$ cat src/logic/nice_pkg.sv
// nice coprocessor shared definitions

package nice_pkg;

   //////////////////////////////
   // widths
   //////////////////////////////
   localparam int XLEN = 32;

   // data word and memory address
   typedef logic [XLEN-1:0] word_t;
   typedef logic [31:0]     addr_t;

   // byte step between row words
   localparam int WORD_BYTES = 4;
   // icb size code for a full word
   localparam logic [1:0] ICB_SIZE_WORD = 2'b10;

   //////////////////////////////
   // row geometry
   //////////////////////////////
   localparam int ROW_LEN = 3;
   localparam int ROWBUF_DP = 4;

   // index into the row buffer
   typedef logic [1:0] row_idx_t;

   //////////////////////////////
   // custom3 instruction codes
   //////////////////////////////
   localparam logic [6:0] OPCODE_CUSTOM3 = 7'b1111011;

   localparam logic [2:0] FUNC3_LBUF   = 3'b010;
   localparam logic [2:0] FUNC3_SBUF   = 3'b010;
   localparam logic [2:0] FUNC3_ROWSUM = 3'b110;

   localparam logic [6:0] FUNC7_LBUF   = 7'b0000001;
   localparam logic [6:0] FUNC7_SBUF   = 7'b0000010;
   localparam logic [6:0] FUNC7_ROWSUM = 7'b0000110;

   // decoded operation, shared by every block
   typedef enum logic [1:0] {
      op_lbuf,
      op_sbuf,
      op_rowsum,
      op_illegal
   } nice_op_e;

   // controller states
   typedef enum logic [1:0] {
      st_idle,
      st_mem,
      st_rsp
   } nice_state_e;

endpackage

$ cat src/logic/nice_ctrl_fsm.sv
// nice instruction controller

`timescale 1ns/1ps

module nice_ctrl_fsm (
   input  logic               nice_clk,
   input  logic               reset,
   // cpu request
   input  logic               nice_req_valid,
   output logic               nice_req_ready,
   input  nice_pkg::word_t    nice_req_inst,
   input  nice_pkg::addr_t    nice_req_rs1,
   // cpu response
   output logic               nice_rsp_valid,
   input  logic               nice_rsp_ready,
   output nice_pkg::word_t    nice_rsp_rdat,
   output logic               nice_rsp_err,
   // status
   output logic               nice_active,
   output logic               nice_mem_holdup,
   // to memory agent and row buffer
   output logic               start,
   output nice_pkg::nice_op_e op,
   output nice_pkg::addr_t    base_addr,
   input  logic               done,
   input  logic               mem_err,
   input  nice_pkg::word_t    row_sum
);

   logic [6:0]            opcode;
   logic [2:0]            func3;
   logic [6:0]            func7;
   nice_pkg::nice_op_e    op_dec;
   nice_pkg::nice_op_e    op_q;
   nice_pkg::nice_state_e state_q;
   nice_pkg::addr_t       base_q;
   nice_pkg::word_t       rdat_q;
   logic                  err_q;
   logic                  start_q;
   logic                  req_hs;
   logic                  rsp_hs;

   //////////////////////////////
   // decode
   //////////////////////////////
   // r-type fields
   assign opcode = nice_req_inst[6:0];
   assign func3  = nice_req_inst[14:12];
   assign func7  = nice_req_inst[31:25];

   always_comb begin
      op_dec = nice_pkg::op_illegal;
      if (opcode == nice_pkg::OPCODE_CUSTOM3) begin
         // lbuf and sbuf share func3, func7 tells them apart
         if (func3 == nice_pkg::FUNC3_LBUF && func7 == nice_pkg::FUNC7_LBUF) begin
            op_dec = nice_pkg::op_lbuf;
         end else if (func3 == nice_pkg::FUNC3_SBUF && func7 == nice_pkg::FUNC7_SBUF) begin
            op_dec = nice_pkg::op_sbuf;
         end else if (func3 == nice_pkg::FUNC3_ROWSUM && func7 == nice_pkg::FUNC7_ROWSUM) begin
            op_dec = nice_pkg::op_rowsum;
         end
      end
   end

   //////////////////////////////
   // handshakes
   //////////////////////////////
   assign nice_req_ready = (state_q == nice_pkg::st_idle);
   assign req_hs         = nice_req_valid & nice_req_ready;
   assign rsp_hs         = nice_rsp_valid & nice_rsp_ready;

   //////////////////////////////
   // fsm
   //////////////////////////////
   always_ff @(posedge nice_clk) begin
      if (reset) begin
         state_q <= nice_pkg::st_idle;
         op_q    <= nice_pkg::op_illegal;
         start_q <= 1'b0;
      end else begin
         // start is a single cycle pulse
         start_q <= 1'b0;
         case (state_q)
            nice_pkg::st_idle: begin
               if (req_hs) begin
                  op_q <= op_dec;
                  // illegal op skips memory entirely
                  if (op_dec == nice_pkg::op_illegal) begin
                     state_q <= nice_pkg::st_rsp;
                  end else begin
                     state_q <= nice_pkg::st_mem;
                     start_q <= 1'b1;
                  end
               end
            end
            nice_pkg::st_mem: begin
               if (done) begin
                  state_q <= nice_pkg::st_rsp;
               end
            end
            nice_pkg::st_rsp: begin
               // hold until cpu takes it
               if (rsp_hs) begin
                  state_q <= nice_pkg::st_idle;
               end
            end
            default: begin
               state_q <= nice_pkg::st_idle;
            end
         endcase
      end
   end

   // request operands and response payload
   always_ff @(posedge nice_clk) begin
      if (req_hs) begin
         base_q <= nice_req_rs1;
         rdat_q <= '0;
         err_q  <= (op_dec == nice_pkg::op_illegal);
      end else if (done && state_q == nice_pkg::st_mem) begin
         // only rowsum returns data
         rdat_q <= (op_q == nice_pkg::op_rowsum) ? row_sum : '0;
         err_q  <= mem_err;
      end
   end

   //////////////////////////////
   // outputs
   //////////////////////////////
   assign start     = start_q;
   assign op        = op_q;
   assign base_addr = base_q;

   assign nice_rsp_valid  = (state_q == nice_pkg::st_rsp);
   assign nice_rsp_rdat   = rdat_q;
   assign nice_rsp_err    = err_q;
   assign nice_mem_holdup = (state_q == nice_pkg::st_mem);
   // active as soon as a request shows up
   assign nice_active     = (state_q == nice_pkg::st_idle) ? nice_req_valid : 1'b1;

endmodule

$ cat src/logic/nice_mem_agent.sv
// nice memory agent

`timescale 1ns/1ps

module nice_mem_agent (
   input  logic               nice_clk,
   input  logic               reset,
   // from controller
   input  logic               start,
   input  nice_pkg::nice_op_e op,
   input  nice_pkg::addr_t    base_addr,
   output logic               done,
   output logic               mem_err,
   // icb command
   output logic               nice_icb_cmd_valid,
   input  logic               nice_icb_cmd_ready,
   output nice_pkg::addr_t    nice_icb_cmd_addr,
   output logic               nice_icb_cmd_read,
   output nice_pkg::word_t    nice_icb_cmd_wdata,
   // icb response
   input  logic               nice_icb_rsp_valid,
   output logic               nice_icb_rsp_ready,
   input  nice_pkg::word_t    nice_icb_rsp_rdata,
   input  logic               nice_icb_rsp_err,
   // row buffer ports
   output logic               wr_en,
   output nice_pkg::row_idx_t wr_idx,
   output nice_pkg::word_t    wr_data,
   output nice_pkg::row_idx_t rd_idx,
   input  nice_pkg::word_t    rd_data
);

   localparam nice_pkg::row_idx_t CNT_FULL = nice_pkg::row_idx_t'(nice_pkg::ROW_LEN);
   localparam nice_pkg::row_idx_t CNT_LAST = nice_pkg::row_idx_t'(nice_pkg::ROW_LEN - 1);
   localparam nice_pkg::addr_t    ADDR_STEP = nice_pkg::addr_t'(nice_pkg::WORD_BYTES);

   logic               busy_q;
   nice_pkg::row_idx_t cmd_cnt_q;
   nice_pkg::row_idx_t rsp_cnt_q;
   nice_pkg::addr_t    addr_q;
   logic               done_q;
   logic               err_q;
   logic               cmd_hs;
   logic               rsp_hs;
   logic               rsp_last;

   //////////////////////////////
   // handshakes
   //////////////////////////////
   // responses always accepted
   assign nice_icb_rsp_ready = 1'b1;
   assign cmd_hs   = nice_icb_cmd_valid & nice_icb_cmd_ready;
   assign rsp_hs   = busy_q & nice_icb_rsp_valid & nice_icb_rsp_ready;
   assign rsp_last = rsp_hs & (rsp_cnt_q == CNT_LAST);

   //////////////////////////////
   // counters and status
   //////////////////////////////
   always_ff @(posedge nice_clk) begin
      if (reset) begin
         busy_q    <= 1'b0;
         cmd_cnt_q <= '0;
         rsp_cnt_q <= '0;
         done_q    <= 1'b0;
         err_q     <= 1'b0;
      end else begin
         done_q <= rsp_last;
         if (start) begin
            busy_q    <= 1'b1;
            cmd_cnt_q <= '0;
            rsp_cnt_q <= '0;
            err_q     <= 1'b0;
         end else begin
            if (cmd_hs) begin
               cmd_cnt_q <= cmd_cnt_q + 1'b1;
            end
            if (rsp_hs) begin
               rsp_cnt_q <= rsp_cnt_q + 1'b1;
               // sticky bus error for this instruction
               err_q     <= err_q | nice_icb_rsp_err;
            end
            if (rsp_last) begin
               busy_q <= 1'b0;
            end
         end
      end
   end

   // address walks the row one word per command
   always_ff @(posedge nice_clk) begin
      if (start) begin
         addr_q <= base_addr;
      end else if (cmd_hs) begin
         addr_q <= addr_q + ADDR_STEP;
      end
   end

   //////////////////////////////
   // outputs
   //////////////////////////////
   // commands run ahead of responses, up to a full row
   assign nice_icb_cmd_valid = busy_q & (cmd_cnt_q != CNT_FULL);
   assign nice_icb_cmd_addr  = addr_q;
   assign nice_icb_cmd_read  = (op != nice_pkg::op_sbuf);
   // sbuf data comes from the column being issued
   assign rd_idx             = cmd_cnt_q;
   assign nice_icb_cmd_wdata = rd_data;

   // read data goes straight into the row buffer
   assign wr_en   = rsp_hs & (op != nice_pkg::op_sbuf);
   assign wr_idx  = rsp_cnt_q;
   assign wr_data = nice_icb_rsp_rdata;

   assign done    = done_q;
   assign mem_err = err_q;

endmodule

$ cat src/logic/nice_rowbuf.sv
// nice row buffer

`timescale 1ns/1ps

module nice_rowbuf (
   input  logic               nice_clk,
   input  logic               reset,
   // instruction context
   input  logic               start,
   input  nice_pkg::nice_op_e op,
   // write port from memory responses
   input  logic               wr_en,
   input  nice_pkg::row_idx_t wr_idx,
   input  nice_pkg::word_t    wr_data,
   // read port for stores
   input  nice_pkg::row_idx_t rd_idx,
   output nice_pkg::word_t    rd_data,
   // running sum of words read
   output nice_pkg::word_t    row_sum
);

   nice_pkg::word_t buf_q [nice_pkg::ROWBUF_DP];
   nice_pkg::word_t sum_q;
   logic            is_lbuf;
   logic            is_rowsum;

   assign is_lbuf   = (op == nice_pkg::op_lbuf);
   assign is_rowsum = (op == nice_pkg::op_rowsum);

   //////////////////////////////
   // storage
   //////////////////////////////
   always_ff @(posedge nice_clk) begin
      if (wr_en) begin
         if (is_lbuf) begin
            // lbuf overwrites the column
            buf_q[wr_idx] <= wr_data;
         end else if (is_rowsum) begin
            // rowsum adds into the column, wraps mod 2^32
            buf_q[wr_idx] <= buf_q[wr_idx] + wr_data;
         end
      end
   end

   //////////////////////////////
   // row sum accumulator
   //////////////////////////////
   always_ff @(posedge nice_clk) begin
      if (reset) begin
         sum_q <= '0;
      end else if (start) begin
         // fresh sum per instruction
         sum_q <= '0;
      end else if (wr_en && is_rowsum) begin
         sum_q <= sum_q + wr_data;
      end
   end

   //////////////////////////////
   // outputs
   //////////////////////////////
   // combinational read by index
   assign rd_data = buf_q[rd_idx];
   assign row_sum = sum_q;

endmodule

$ cat src/logic/nice_core.sv
// nice coprocessor top

`timescale 1ns/1ps

module nice_core (
   // system
   input  logic            nice_clk,
   input  logic            reset,
   output logic            nice_active,
   output logic            nice_mem_holdup,
   // cpu request
   input  logic            nice_req_valid,
   output logic            nice_req_ready,
   input  nice_pkg::word_t nice_req_inst,
   input  nice_pkg::word_t nice_req_rs1,
   input  nice_pkg::word_t nice_req_rs2,
   // cpu response
   output logic            nice_rsp_valid,
   input  logic            nice_rsp_ready,
   output nice_pkg::word_t nice_rsp_rdat,
   output logic            nice_rsp_err,
   // icb command
   output logic            nice_icb_cmd_valid,
   input  logic            nice_icb_cmd_ready,
   output nice_pkg::addr_t nice_icb_cmd_addr,
   output logic            nice_icb_cmd_read,
   output nice_pkg::word_t nice_icb_cmd_wdata,
   output logic [1:0]      nice_icb_cmd_size,
   // icb response
   input  logic            nice_icb_rsp_valid,
   output logic            nice_icb_rsp_ready,
   input  nice_pkg::word_t nice_icb_rsp_rdata,
   input  logic            nice_icb_rsp_err
);

   // controller to datapath
   logic               start;
   nice_pkg::nice_op_e op;
   nice_pkg::addr_t    base_addr;
   logic               done;
   logic               mem_err;
   // memory agent to row buffer
   logic               wr_en;
   nice_pkg::row_idx_t wr_idx;
   nice_pkg::word_t    wr_data;
   nice_pkg::row_idx_t rd_idx;
   nice_pkg::word_t    rd_data;
   nice_pkg::word_t    row_sum;

   // every access is a full word
   assign nice_icb_cmd_size = nice_pkg::ICB_SIZE_WORD;

   //////////////////////////////
   // controller
   //////////////////////////////
   nice_ctrl_fsm i_ctrl_fsm (
      .nice_clk        (nice_clk),
      .reset           (reset),
      .nice_req_valid  (nice_req_valid),
      .nice_req_ready  (nice_req_ready),
      .nice_req_inst   (nice_req_inst),
      .nice_req_rs1    (nice_req_rs1),
      .nice_rsp_valid  (nice_rsp_valid),
      .nice_rsp_ready  (nice_rsp_ready),
      .nice_rsp_rdat   (nice_rsp_rdat),
      .nice_rsp_err    (nice_rsp_err),
      .nice_active     (nice_active),
      .nice_mem_holdup (nice_mem_holdup),
      .start           (start),
      .op              (op),
      .base_addr       (base_addr),
      .done            (done),
      .mem_err         (mem_err),
      .row_sum         (row_sum)
   );

   //////////////////////////////
   // memory agent
   //////////////////////////////
   nice_mem_agent i_mem_agent (
      .nice_clk           (nice_clk),
      .reset              (reset),
      .start              (start),
      .op                 (op),
      .base_addr          (base_addr),
      .done               (done),
      .mem_err            (mem_err),
      .nice_icb_cmd_valid (nice_icb_cmd_valid),
      .nice_icb_cmd_ready (nice_icb_cmd_ready),
      .nice_icb_cmd_addr  (nice_icb_cmd_addr),
      .nice_icb_cmd_read  (nice_icb_cmd_read),
      .nice_icb_cmd_wdata (nice_icb_cmd_wdata),
      .nice_icb_rsp_valid (nice_icb_rsp_valid),
      .nice_icb_rsp_ready (nice_icb_rsp_ready),
      .nice_icb_rsp_rdata (nice_icb_rsp_rdata),
      .nice_icb_rsp_err   (nice_icb_rsp_err),
      .wr_en              (wr_en),
      .wr_idx             (wr_idx),
      .wr_data            (wr_data),
      .rd_idx             (rd_idx),
      .rd_data            (rd_data)
   );

   //////////////////////////////
   // row buffer
   //////////////////////////////
   nice_rowbuf i_rowbuf (
      .nice_clk (nice_clk),
      .reset    (reset),
      .start    (start),
      .op       (op),
      .wr_en    (wr_en),
      .wr_idx   (wr_idx),
      .wr_data  (wr_data),
      .rd_idx   (rd_idx),
      .rd_data  (rd_data),
      .row_sum  (row_sum)
   );

endmodule

$ cat config.mk
export PLATFORM = sky130hd
export DESIGN_NAME = nice_core
export DESIGN_NICKNAME = d
export VERILOG_FILES = /design/src/logic/nice_pkg.sv /design/src/logic/nice_ctrl_fsm.sv /design/src/logic/nice_mem_agent.sv /design/src/logic/nice_rowbuf.sv /design/src/logic/nice_core.sv
export SDC_FILE = /design/constraint.sdc
export NUM_CORES = 1
export LEC_CHECK = 0
export BUFFER_PORTS_ARGS = -buffer_cell sky130_fd_sc_hd__buf_2
export CAP_MARGIN = 20
export CORE_UTILIZATION = 50
export DETAILED_ROUTE_END_ITERATION = 8
export PLACE_DENSITY = 0.72
export SETUP_SLACK_MARGIN = 0.05
export SLEW_MARGIN = 30
export SYNTH_ARGS = -nofsm -noshare
export SYNTH_HDL_FRONTEND = slang
export SYNTH_HIERARCHICAL = 1
export SYNTH_SLANG_ARGS = --single-unit
$ cat constraint.sdc
create_clock -name nice_clk -period 8 [get_ports nice_clk]
set_input_delay 0 -clock nice_clk [delete_from_list [all_inputs] [get_ports nice_clk]]
set_output_delay 0 -clock nice_clk [all_outputs]
set_load 0.05 [all_outputs]
* Word-level counts from Yosys, hierarchy flattened *
Memories as Yosys holds them, arrays and structs flattened. A register that Yosys moved wholly into a read port is not among the register bits.
Cells that the tools add are included.

operators by class
  add/subtract/negate cells = 5
  multiply operators = 0
  divide/modulo/power cells = 0
  $lt $le $gt $ge = 0
  equality and inequality tests = 16
  shift-type cells = 0
  muxes and demuxes = 30
  bitwise operators = 11
  reductions and logical operators = 14

operator list
  operator                                               number
  2-to-1 mux 32 bit                                      4
  adder 32 bit                                           2
  adder 32 x 3 -> 32 bit, second input constant          1
  2-to-1 mux 2 bit                                       11
  2-to-1 mux 1 bit                                       14
  == test 2 bit, second input constant                   4
  AND 1 bit                                              7
  == test 7 x 1 -> 1 bit, second input constant          1
  == test 7 x 2 -> 1 bit, second input constant          1
  == test 7 x 3 -> 1 bit, second input constant          1
  == test 7 bit, second input constant                   1
  inequality test 2 bit, second input constant           3
  case mux 2 bit (3 select lines)                        1
  nonzero test 2 bit                                     3
  logical AND 1 bit                                      5
  adder 2 x 1 -> 2 bit, second input constant            2
  zero test 2 bit                                        2
  inequality test 2 x 1 -> 1 bit, second input constant  2
  == test 3 x 2 -> 1 bit, second input constant          1
  == test 3 bit, second input constant                   1
  AND reduction 3 bit                                    1
  OR reduction 3 bit                                     1
  == test 2 x 1 -> 1 bit, second input constant          1
  inverter 1 bit                                         2
  3 further kinds                                        4

word-level totals
  register bits = 141
  latch bits = 0
  memory bits (writable) = 128
  bits in read-only memories = 0
  output and inout port bits = 106
  memories = 1

memories
  memory          words  width  read ports  clocked after Yosys merged registers in  write ports  RTL line           text
  i_rowbuf.buf_q  4      32     2           2                                        1            nice_rowbuf.sv:22  nice_pkg::word_t buf_q [nice_pkg::ROWBUF_DP];

* Longest topological paths before layout *
Gate-level depths: netlist of run 1.

  depth in word-level cells = 10
  gate-level depth with buffers = 13

* Hierarchy *
The synthesis of run 1 kept the hierarchy.

modules (own cells, without submodules)
  module          times used  cells an instance  area an instance (um^2)  sequential area each (um^2)
  nice_rowbuf     1           870                9970.8                   4484.3
  nice_mem_agent  1           290                2663.8                   1101.1
  nice_ctrl_fsm   1           144                2344.7                   1731.7
  nice_core       1           4                  22.5                     0.0

* Worst setup path before layout of run 1 *
OpenSTA, ideal clock, no wires.

  path kind = flip-flop to flip-flop
  from = register i_mem_agent/wr_idx[0] (netlist name)
  to = memory i_rowbuf/buf_q[0][27] (netlist bit) (data pin)
  library setup time = 278 ps
  arrival = 4007 ps
  required time = 7722 ps
  setup slack = 3715 ps
  stages on the path, launching flop included = 14
  path buffers = 2
  clock period less this slack = 4285 ps
  path through = dfxtp_1 clkbuf_1 clkbuf_1 mux4_2 ha_1 and3_1 a221oi_1 o21ba_2 a21boi_1 a211oi_1 o31ai_1 a21oi_1 and4b_1 or3_1

RTL lines
  item              RTL line
  end: declaration  nice_rowbuf.sv:22

==> metrics.md, run 1 <==
| Metric | Value |
|---|---|
| Outcome | complete, but fails checks |
| Failing checks | DRC |
| Clock Latency Late Sink | 560 ps |
| Worst setup EP type | flip-flop |
| Chip width | 175 um |
| Total wire length | 35.7 mm |
| Setup CP Type | flip-flop to flip-flop |
| Internal Pwr Total | 2.37 mW |
| # IOs | 241 |
| Total Power | 3.03 mW |
| Synth Area in XOR/XNOR | 3.68% |
| Layout cells sized above 1 | 22.2% |
| Post-CTS Resized | 0 |
| Vias in the first global route | 10,663 |
| Final hold viol count | 0 |
| Initial core utilization | 50.8% |
| Vias | 11,056 |
| Slew @ Worst Pin | 819 ps |
| Mux contribution to synthesized area | 9.95% |
| Global route overflow | 0 |
| Area Growth Syn to Fin | 16.8% |
| Vias per cell | 5.79 |
| DR DRC count | 1 |
| Post-CTS Setup Repair Bufs | 0 |
| Hold Path Class | input pin to flip-flop |
| Largest family of logic cells by synthesized area | compound AO/OA/AOI/OAI gates |
| DP HPWL | 24.2 mm |
| Root Buffer | clkbuf_16 |
| First-pass GRT wire length | 56.2 mm |
| Clock network power share | 43.7% |
| Top achievable clock speed | 210 MHz |
| CP cell instances | buf_4 > mux4_2 > ha_1 > fa_1 > a211oi_1 > o21a_1 > o21ai_1 > nor3_1 > o31ai_1 > a21oi_1 > o21ai_0 > xnor2_1 > o21ai_0 |
| Max FO, Critical Path | 37 |
| CTS tree | done |
| Period minus WS final | 4760 ps |
| Tcrit/Tclk final | 59.5% |
| Net load switching power | 0.659 mW |
| Max-cap viol count | 0 |
| Remaining antenna violation count | 0 |
| Crit path required time | 8280 ps |
| PwrDens | 173 nW/um^2 |
| Worst path slowest cell | mux4_2 |
| Synth cell types | 72 |
| Placer Congestion | 0.932 |
| Pleak | 6.67 nW |
| Sw frac | 21.8% |
| Die ar. | 30,700 um^2 |
| Largest net degree at the start of global routing | 77 |
| Final setup vio count | 0 |
| Place WS | 3260 ps |
| VDD IR max | 0.156 mV |
| Core footprint | 29,600 um^2 |
| Normalized max-slew margin | 45.2% |
| Crit path DAT | 5040 ps |
| Synth Instances | 1,308 |
| Fin worst setup slack | 3240 ps |
| Average size of a mapped cell | 11.5 um^2 |
| Asr flop ratio synth | 0% |
| Initial antenna violation count | 1 |
| Post-synthesis sequential area ratio | 48.8% |
| RSZ-0062 raised after global routing | no |
| Slew Limit Fails | 0 |
| WL per Instance | 18.7 um |
| Post-Synth Simple-Gate Area | 12.3% |
| PortBufs | 190 |
| Die Ht | 175 um |
| Clock buffer count from CTS | 29 |
| Ys Warns | 6 |
| CP peak stage delay | 600 ps |
| Family with the most delay on the worst path | compound AO/OA/AOI/OAI gates |
| CTS clk-pin slew, worst paths | 60 ps |
| Standard-cell rows | 63 |
| DR pass1 iterations | 9 |
| Syn nets | 1,510 |
| H-tree depth | 1 |
| Compound-gate portion of the synthesized area | 13.6% |
| Clock buffer depth | 3 |
| Synth area leader | edfxtp_1 |
| Clk sink count | 269 |
| Area share of the largest cell type after synthesis | 38.6% |
| Netlist Area Pre-Place | 15,000 um^2 |
| Post-synth top cells | 193 x edfxtp_1, 136 x nand2_1, 85 x a21oi_1 |
| 1st-iter DRT viols | 971 |
| Reg power frac | 49.7% |
| Count leader, synth | edfxtp_1 |
| Worst Skew | 18.5 ps |
| CP Launch Type | flip-flop |
| Number of synthesized register bits | 269 |
| Setup tns final | 0 ps |
| Adder-cell share of the synthesized area | 5.69% |
| Final nets | 1,699 |
| Crit path buf inv count | 1 |
| Number of flops mapped to enable cells by yosys | 193 |
| Gr usage total | 23.1% |
| Area contributors post-synth | edfxtp_1 39%, dfxtp_1 10%, mux4_2 9.6% |
| Main flop type after synthesis | edfxtp_1 |
| Final core occ | 59.3% |
| Most common cell on crit path | o21ai_0 |
| Combinational Power Share | 6.6% |
==> timing repair <==
action                                  CTS  global route
endpoints found under the setup margin    0             0
hold buffers                             79             0
hold endpoints to repair                165             0
==> worst register-to-register path, delay by kind of cell (launching register included) <==
kind                       cells  cell delay (ps)
buffers and inverters          1              580
muxes                          1              630
adders and majority gates      2              690
xor gates and xnor gates       1              150
and+or+nand+nor                1              300
DFF                            1              310
AOI/OAI and AO/OA              7             1840
==> cell type report <==
cell class	instances	area [um^2]
fill	2389	12000
sequential	269	7320
multi-input combinational	887	6810
timing repair buffer	284	1850
clock buffer	36	772
tap	390	488
clock inverter	18	176
inverter	26	97.6
antenna	1	2.50
==> routing by layer <==
metal,vias to the layer above,track usage [%],share of wire [%]
met4,0,6.74,2.1
met5,-,0,0
met1,5277,31.5,43
met3,59,2.70,7.6
li1,5292,-,-
met2,428,38.7,48
==> registers in the layout (all words and copies together) (netlist names), 32 cells and up <==
signal	cells
i_mem_agent/nice_icb_cmd_addr	32
i_ctrl_fsm/base_addr	32
i_ctrl_fsm/nice_rsp_rdat	32
i_rowbuf/buf_q	128
i_rowbuf/row_sum	32
==> final timing paths <==
path,slack (ps),start,to,depth (start not counted)
setup / recovery,3240,i_mem_agent/wr_idx[0],i_rowbuf/buf_q[2][24],13
setup reg to reg,3240,i_mem_agent/wr_idx[0],i_rowbuf/buf_q[2][24],13
hold reg to reg,470,i_ctrl_fsm/nice_rsp_rdat[7],i_ctrl_fsm/nice_rsp_rdat[7],1
hold / removal,20,nice_icb_rsp_rdata[5],i_rowbuf/buf_q[0][5],3
==> through the flow <==
step | cell area, um^2 | instances | hold slack [ps]
floorplan | 15000 | 1308 | 62.4
global placement | 15800 | 1777 | 177
detailed placement | 15800 | 1777 | 178
CTS | 17500 | 1910 | 24.6
global route | 17500 | 1911 | 80.5
finish | 17500 | 1911 | 24.3
==> cells in the final DEF, fill, tap and decap left out, drive strengths merged, types with 11 or more instances in the layout <==
master / Yosys / routed
dlygate4sd3: 0 / 79
clkbuf: 37 / 36
nor2b: 12 / 12
nor2: 57 / 57
xor2: 22 / 22
o21ai: 92 / 92
a21oi: 88 / 88
ha: 65 / 65
or3: 15 / 15
nor3: 23 / 23
inv: 26 / 27
nand4: 15 / 15
xnor2: 41 / 41
clkinv: 0 / 13
or4: 16 / 16
buf: 89 / 205
nand2: 136 / 136
edfxtp: 193 / 193
mux4: 64 / 64
nand3: 33 / 33
dfxtp: 76 / 76
a21o: 28 / 28
and3: 11 / 11
a31oi: 20 / 20
a22o: 32 / 32
==> power groups by stage <==
stage                     clock (mW)  combinational (mW)  sequential, mW
after global placement             0               0.164            1.53
after detailed placement           0               0.168            1.53
after CTS                       1.35               0.198            1.50
after global routing            1.40               0.219            1.51
after floorplan                    0               0.126            1.53
final                           1.32               0.200            1.50
==> logic make-up (layout without fill, tap and decap cells) <==
| family | Yosys count | count (layout) |
|---|---|---|
| compound gates | 322 | 322 |
| mux | 69 | 69 |
| fa+ha+maj | 67 | 67 |
| xor+xnor | 63 | 63 |
| simple gates | 363 | 363 |
| flops | 269 | 269 |
| other cells | 3 | 4 |
| buf+inv | 152 | 364 |
No activity file was read; power rests on OpenSTA's default activity.
==> run 2: changes to the inputs <==
--- a/config.mk
+++ b/config.mk
@@ -9,7 +9,7 @@
 export CAP_MARGIN = 20
 export CORE_UTILIZATION = 50
 export DETAILED_ROUTE_END_ITERATION = 8
-export PLACE_DENSITY = 0.72
+export PLACE_DENSITY = 0.75
 export SETUP_SLACK_MARGIN = 0.05
 export SLEW_MARGIN = 30
 export SYNTH_ARGS = -nofsm -noshare
==> constraint.sdc (replaced) <==
create_clock -name nice_clk -period 4.28 [get_ports nice_clk]
set_input_delay 0 -clock nice_clk [delete_from_list [all_inputs] [get_ports nice_clk]]
set_output_delay 0 -clock nice_clk [all_outputs]
set_load 0.05 [all_outputs]
==> run 2 against run 1 <==
The flow now finishes without violations. Final cell count rose by 0.42%. Design area rose by 0.73%. Total power rose by 89%. Clock skew fell by 7.6 ps. Via count rose by 2.0%. Critical endpoint is now i_rowbuf/buf_q[0][30]. Largest cell class unchanged. Largest power group unchanged.
==> metrics.md, run 2 (same netlist as run 1, synthesis figures left out) <==
| Metric | Value |
|---|---|
| Placer Congestion | 0.934 (+0.17%) |
| Final hold viol count | 0 (unchanged) |
| CP Launch Type | flip-flop |
| WL per Instance | 19.1 um (+2.3%) |
| Tcrit/Tclk final | 92.1% (+33 points) |
| CP peak stage delay | 530 ps (-70 ps) |
| Clock buffer count from CTS | 29 (unchanged) |
| Initial antenna violation count | 0 (-1) |
| Worst setup EP type | flip-flop |
| PwrDens | 324 nW/um^2 (+87%) |
| Period minus WS final | 3940 ps (-819 ps) |
| Outcome | finished, final reports clean |
| CP cell instances | mux4_2 > ha_1 > fa_1 > a211oi_2 > o21a_1 > o21ai_1 > nor3_1 > o31ai_2 > a21oi_1 > buf_4 > nor3b_1 > or4_1 > nand3_1 |
| Crit path buf inv count | 1 (unchanged) |
| # diodes | 0 (-1) |
| 1st-iter DRT viols | 1,056 (+8.8%) |
| Clk sink count | 269 (unchanged) |
| Chip width | 175 um (unchanged) |
| Hold Path Class | input pin to flip-flop |
| Crit path required time | 4670 ps (-3610 ps) |
| Standard-cell rows | 63 (unchanged) |
| Net load switching power | 1.23 mW (+86%) |
| Core footprint | 29,600 um^2 (unchanged) |
| Worst path slowest cell | mux4_2 |
| First-pass GRT wire length | 57.6 mm (+2.4%) |
| Top achievable clock speed | 254 MHz (+21%) |
| DR DRC count | 0 (-1) |
| Commonest non-fill, non-tap cell in the layout | edfxtp_1 |
| H-tree depth | 1 (unchanged) |
| CTS clk-pin slew, worst paths | 60 ps (about the same) |
| Worst Skew | 10.8 ps (-7.63 ps) |
| Fin area | 17,600 um^2 (+0.73%) |
| Number of flip-flops in the largest register | 128 (unchanged) |
| Clock buffer depth | 3 (unchanged) |
| Most frequent cells in the layout | 193 x edfxtp_1, 190 x buf_2, 135 x nand2_1 |
| Post-CTS Setup Repair Bufs | 0 (unchanged) |
| Worst hold path cell count | 3 (unchanged) |
| DR pass1 iterations | 5 (-4) |
| Cells on worst reg2reg path | 13 (unchanged) |
| Area Growth Syn to Fin | 17.6% |
| RSZ-0062 raised after global routing | no |
| PortBufs | 190 (unchanged) |
| Gr usage total | 23.7% (+0.63 points) |
| Reg power frac | 49.3% (-0.4 points) |
| # IOs | 241 (unchanged) |
| Global route overflow | 0 (unchanged) |
| FF-to-FF setup slack | 340 ps (-2900 ps) |
| Final nets | 1,708 (+0.53%) |
| Max FO, Critical Path | 8 (-78%) |
| Combinational Power Share | 6.7% (about the same) |
| Crit path DAT | 4330 ps (-710 ps) |
| Family with the most delay on the worst path | simple AND/OR/NAND/NOR gates |
| Final setup vio count | 0 (unchanged) |
| Die ar. | 30,700 um^2 (unchanged) |
| Slew Limit Fails | 0 (unchanged) |
| Slew @ Worst Pin | 1000 ps (+183 ps) |
| Crit path depth | 13 (unchanged) |
| Initial core utilization | 50.8% (unchanged) |
| Root Buffer | clkbuf_16 |
| Placed inst area | 15,900 um^2 (+0.59%) |
| VDD IR max | 0.253 mV (+63%) |
| Internal Pwr Total | 4.48 mW (+89%) |
| Clock Latency Late Sink | 560 ps (about the same) |
| CTS tree | done |
| Remaining antenna violation count | 0 (unchanged) |
| Most flop-heavy register | i_rowbuf/buf_q |
| Total wire length | 36.7 mm (+2.8%) |
| Vias | 11,274 (+2.0%) |
| Die Ht | 175 um (unchanged) |
| DP HPWL | 25.4 mm (+5.3%) |
| Pleak | 6.72 nW (+0.87%) |
| Setup tns final | 0 ps (unchanged) |
| Largest net degree at the start of global routing | 55 (-29%) |
| Max-cap viol count | 0 (unchanged) |
| Layout cells sized above 1 | 23.0% (+0.79 points) |
| Vias per cell | 5.87 (+1.5%) |
| Clock network power share | 44.1% (+0.4 points) |
| Setup CP Type | flip-flop to flip-flop |
| Vias in the first global route | 10,987 (+3.0%) |
| Sw frac | 21.5% (-0.26 points) |
| Normalized max-slew margin | 33.2% (-12 points) |
## run 2: worst register-to-register path, cell delays in order (launching register included)
cell      delay [ps]
dfxtp_4          450
mux4_2           540
ha_1             250
fa_1             450
a211oi_2         280
o21a_1           170
o21ai_1          100
nor3_1           330
o31ai_2          170
a21oi_1          150
buf_4            160
nor3b_1           60
or4_1            500
nand3_1          160
## run 2: repair_timing
action	in CTS	in global routing
endpoints found under the hold margin	164	0
hold buffers	79	0
gates resized for setup	0	6
endpoints found under the setup margin	0	32
## run 2: final cells by class
type                       instances  area (um^2)
sequential                       269         7320
multi-input combinational        887         6830
timing repair buffer             293         1950
clock buffer                      42          825
clock inverter                    12          141
tap                              390          488
inverter                          26         97.6
fill                            2294        11900
## run 2: worst paths after layout
| path | startpoint | to |
|---|---|---|
| hold reg to reg | i_ctrl_fsm/nice_rsp_rdat[31] | i_ctrl_fsm/nice_rsp_rdat[31] |
| hold / removal | nice_icb_rsp_rdata[10] | i_rowbuf/buf_q[0][10] |
| setup reg to reg | i_mem_agent/wr_idx[0] | i_rowbuf/buf_q[0][30] |
| setup / recovery | i_mem_agent/wr_idx[0] | i_rowbuf/buf_q[0][30] |
## run 2: power by group through the flow
stage / clock [mW] / combinational [mW] / sequential (mW)
2_1_floorplan: 0 / 0.236 / 2.87
3_3_place_gp: 0 / 0.310 / 2.87
3_5_place_dp: 0 / 0.319 / 2.87
4_1_cts: 2.57 / 0.375 / 2.81
5_1_grt: 2.66 / 0.418 / 2.81
6_report: 2.52 / 0.381 / 2.81
## run 2: per-stage QoR
| step | power (mW) | setup WS, ps | hold WS, ps | utilization [%] | std cells |
|---|---|---|---|---|---|
| 2_1_floorplan | 3.11 | 134 | 62.4 | - | 1308 |
| 3_3_place_gp | 3.18 | 249 | 176 | 53.7 | 1786 |
| 3_5_place_dp | 3.19 | 222 | 178 | 53.7 | 1786 |
| 4_1_cts | 5.75 | 162 | 15.8 | 59.6 | 1919 |
| 5_1_grt | 5.89 | 96.7 | 56.0 | 59.7 | 1919 |
| 6_report | 5.71 | 337 | 12.3 | 59.7 | 1919 |
## run 2: layer usage
metal / track usage [%] / wire length (um) / vias up
met2: 39.5 / 17300 / 432
met4: 7.75 / 1020 / 0
met5: 0 / 0 / -
met1: 31.8 / 15500 / 5465
li1: - / - / 5302
met3: 3.42 / 2850 / 75
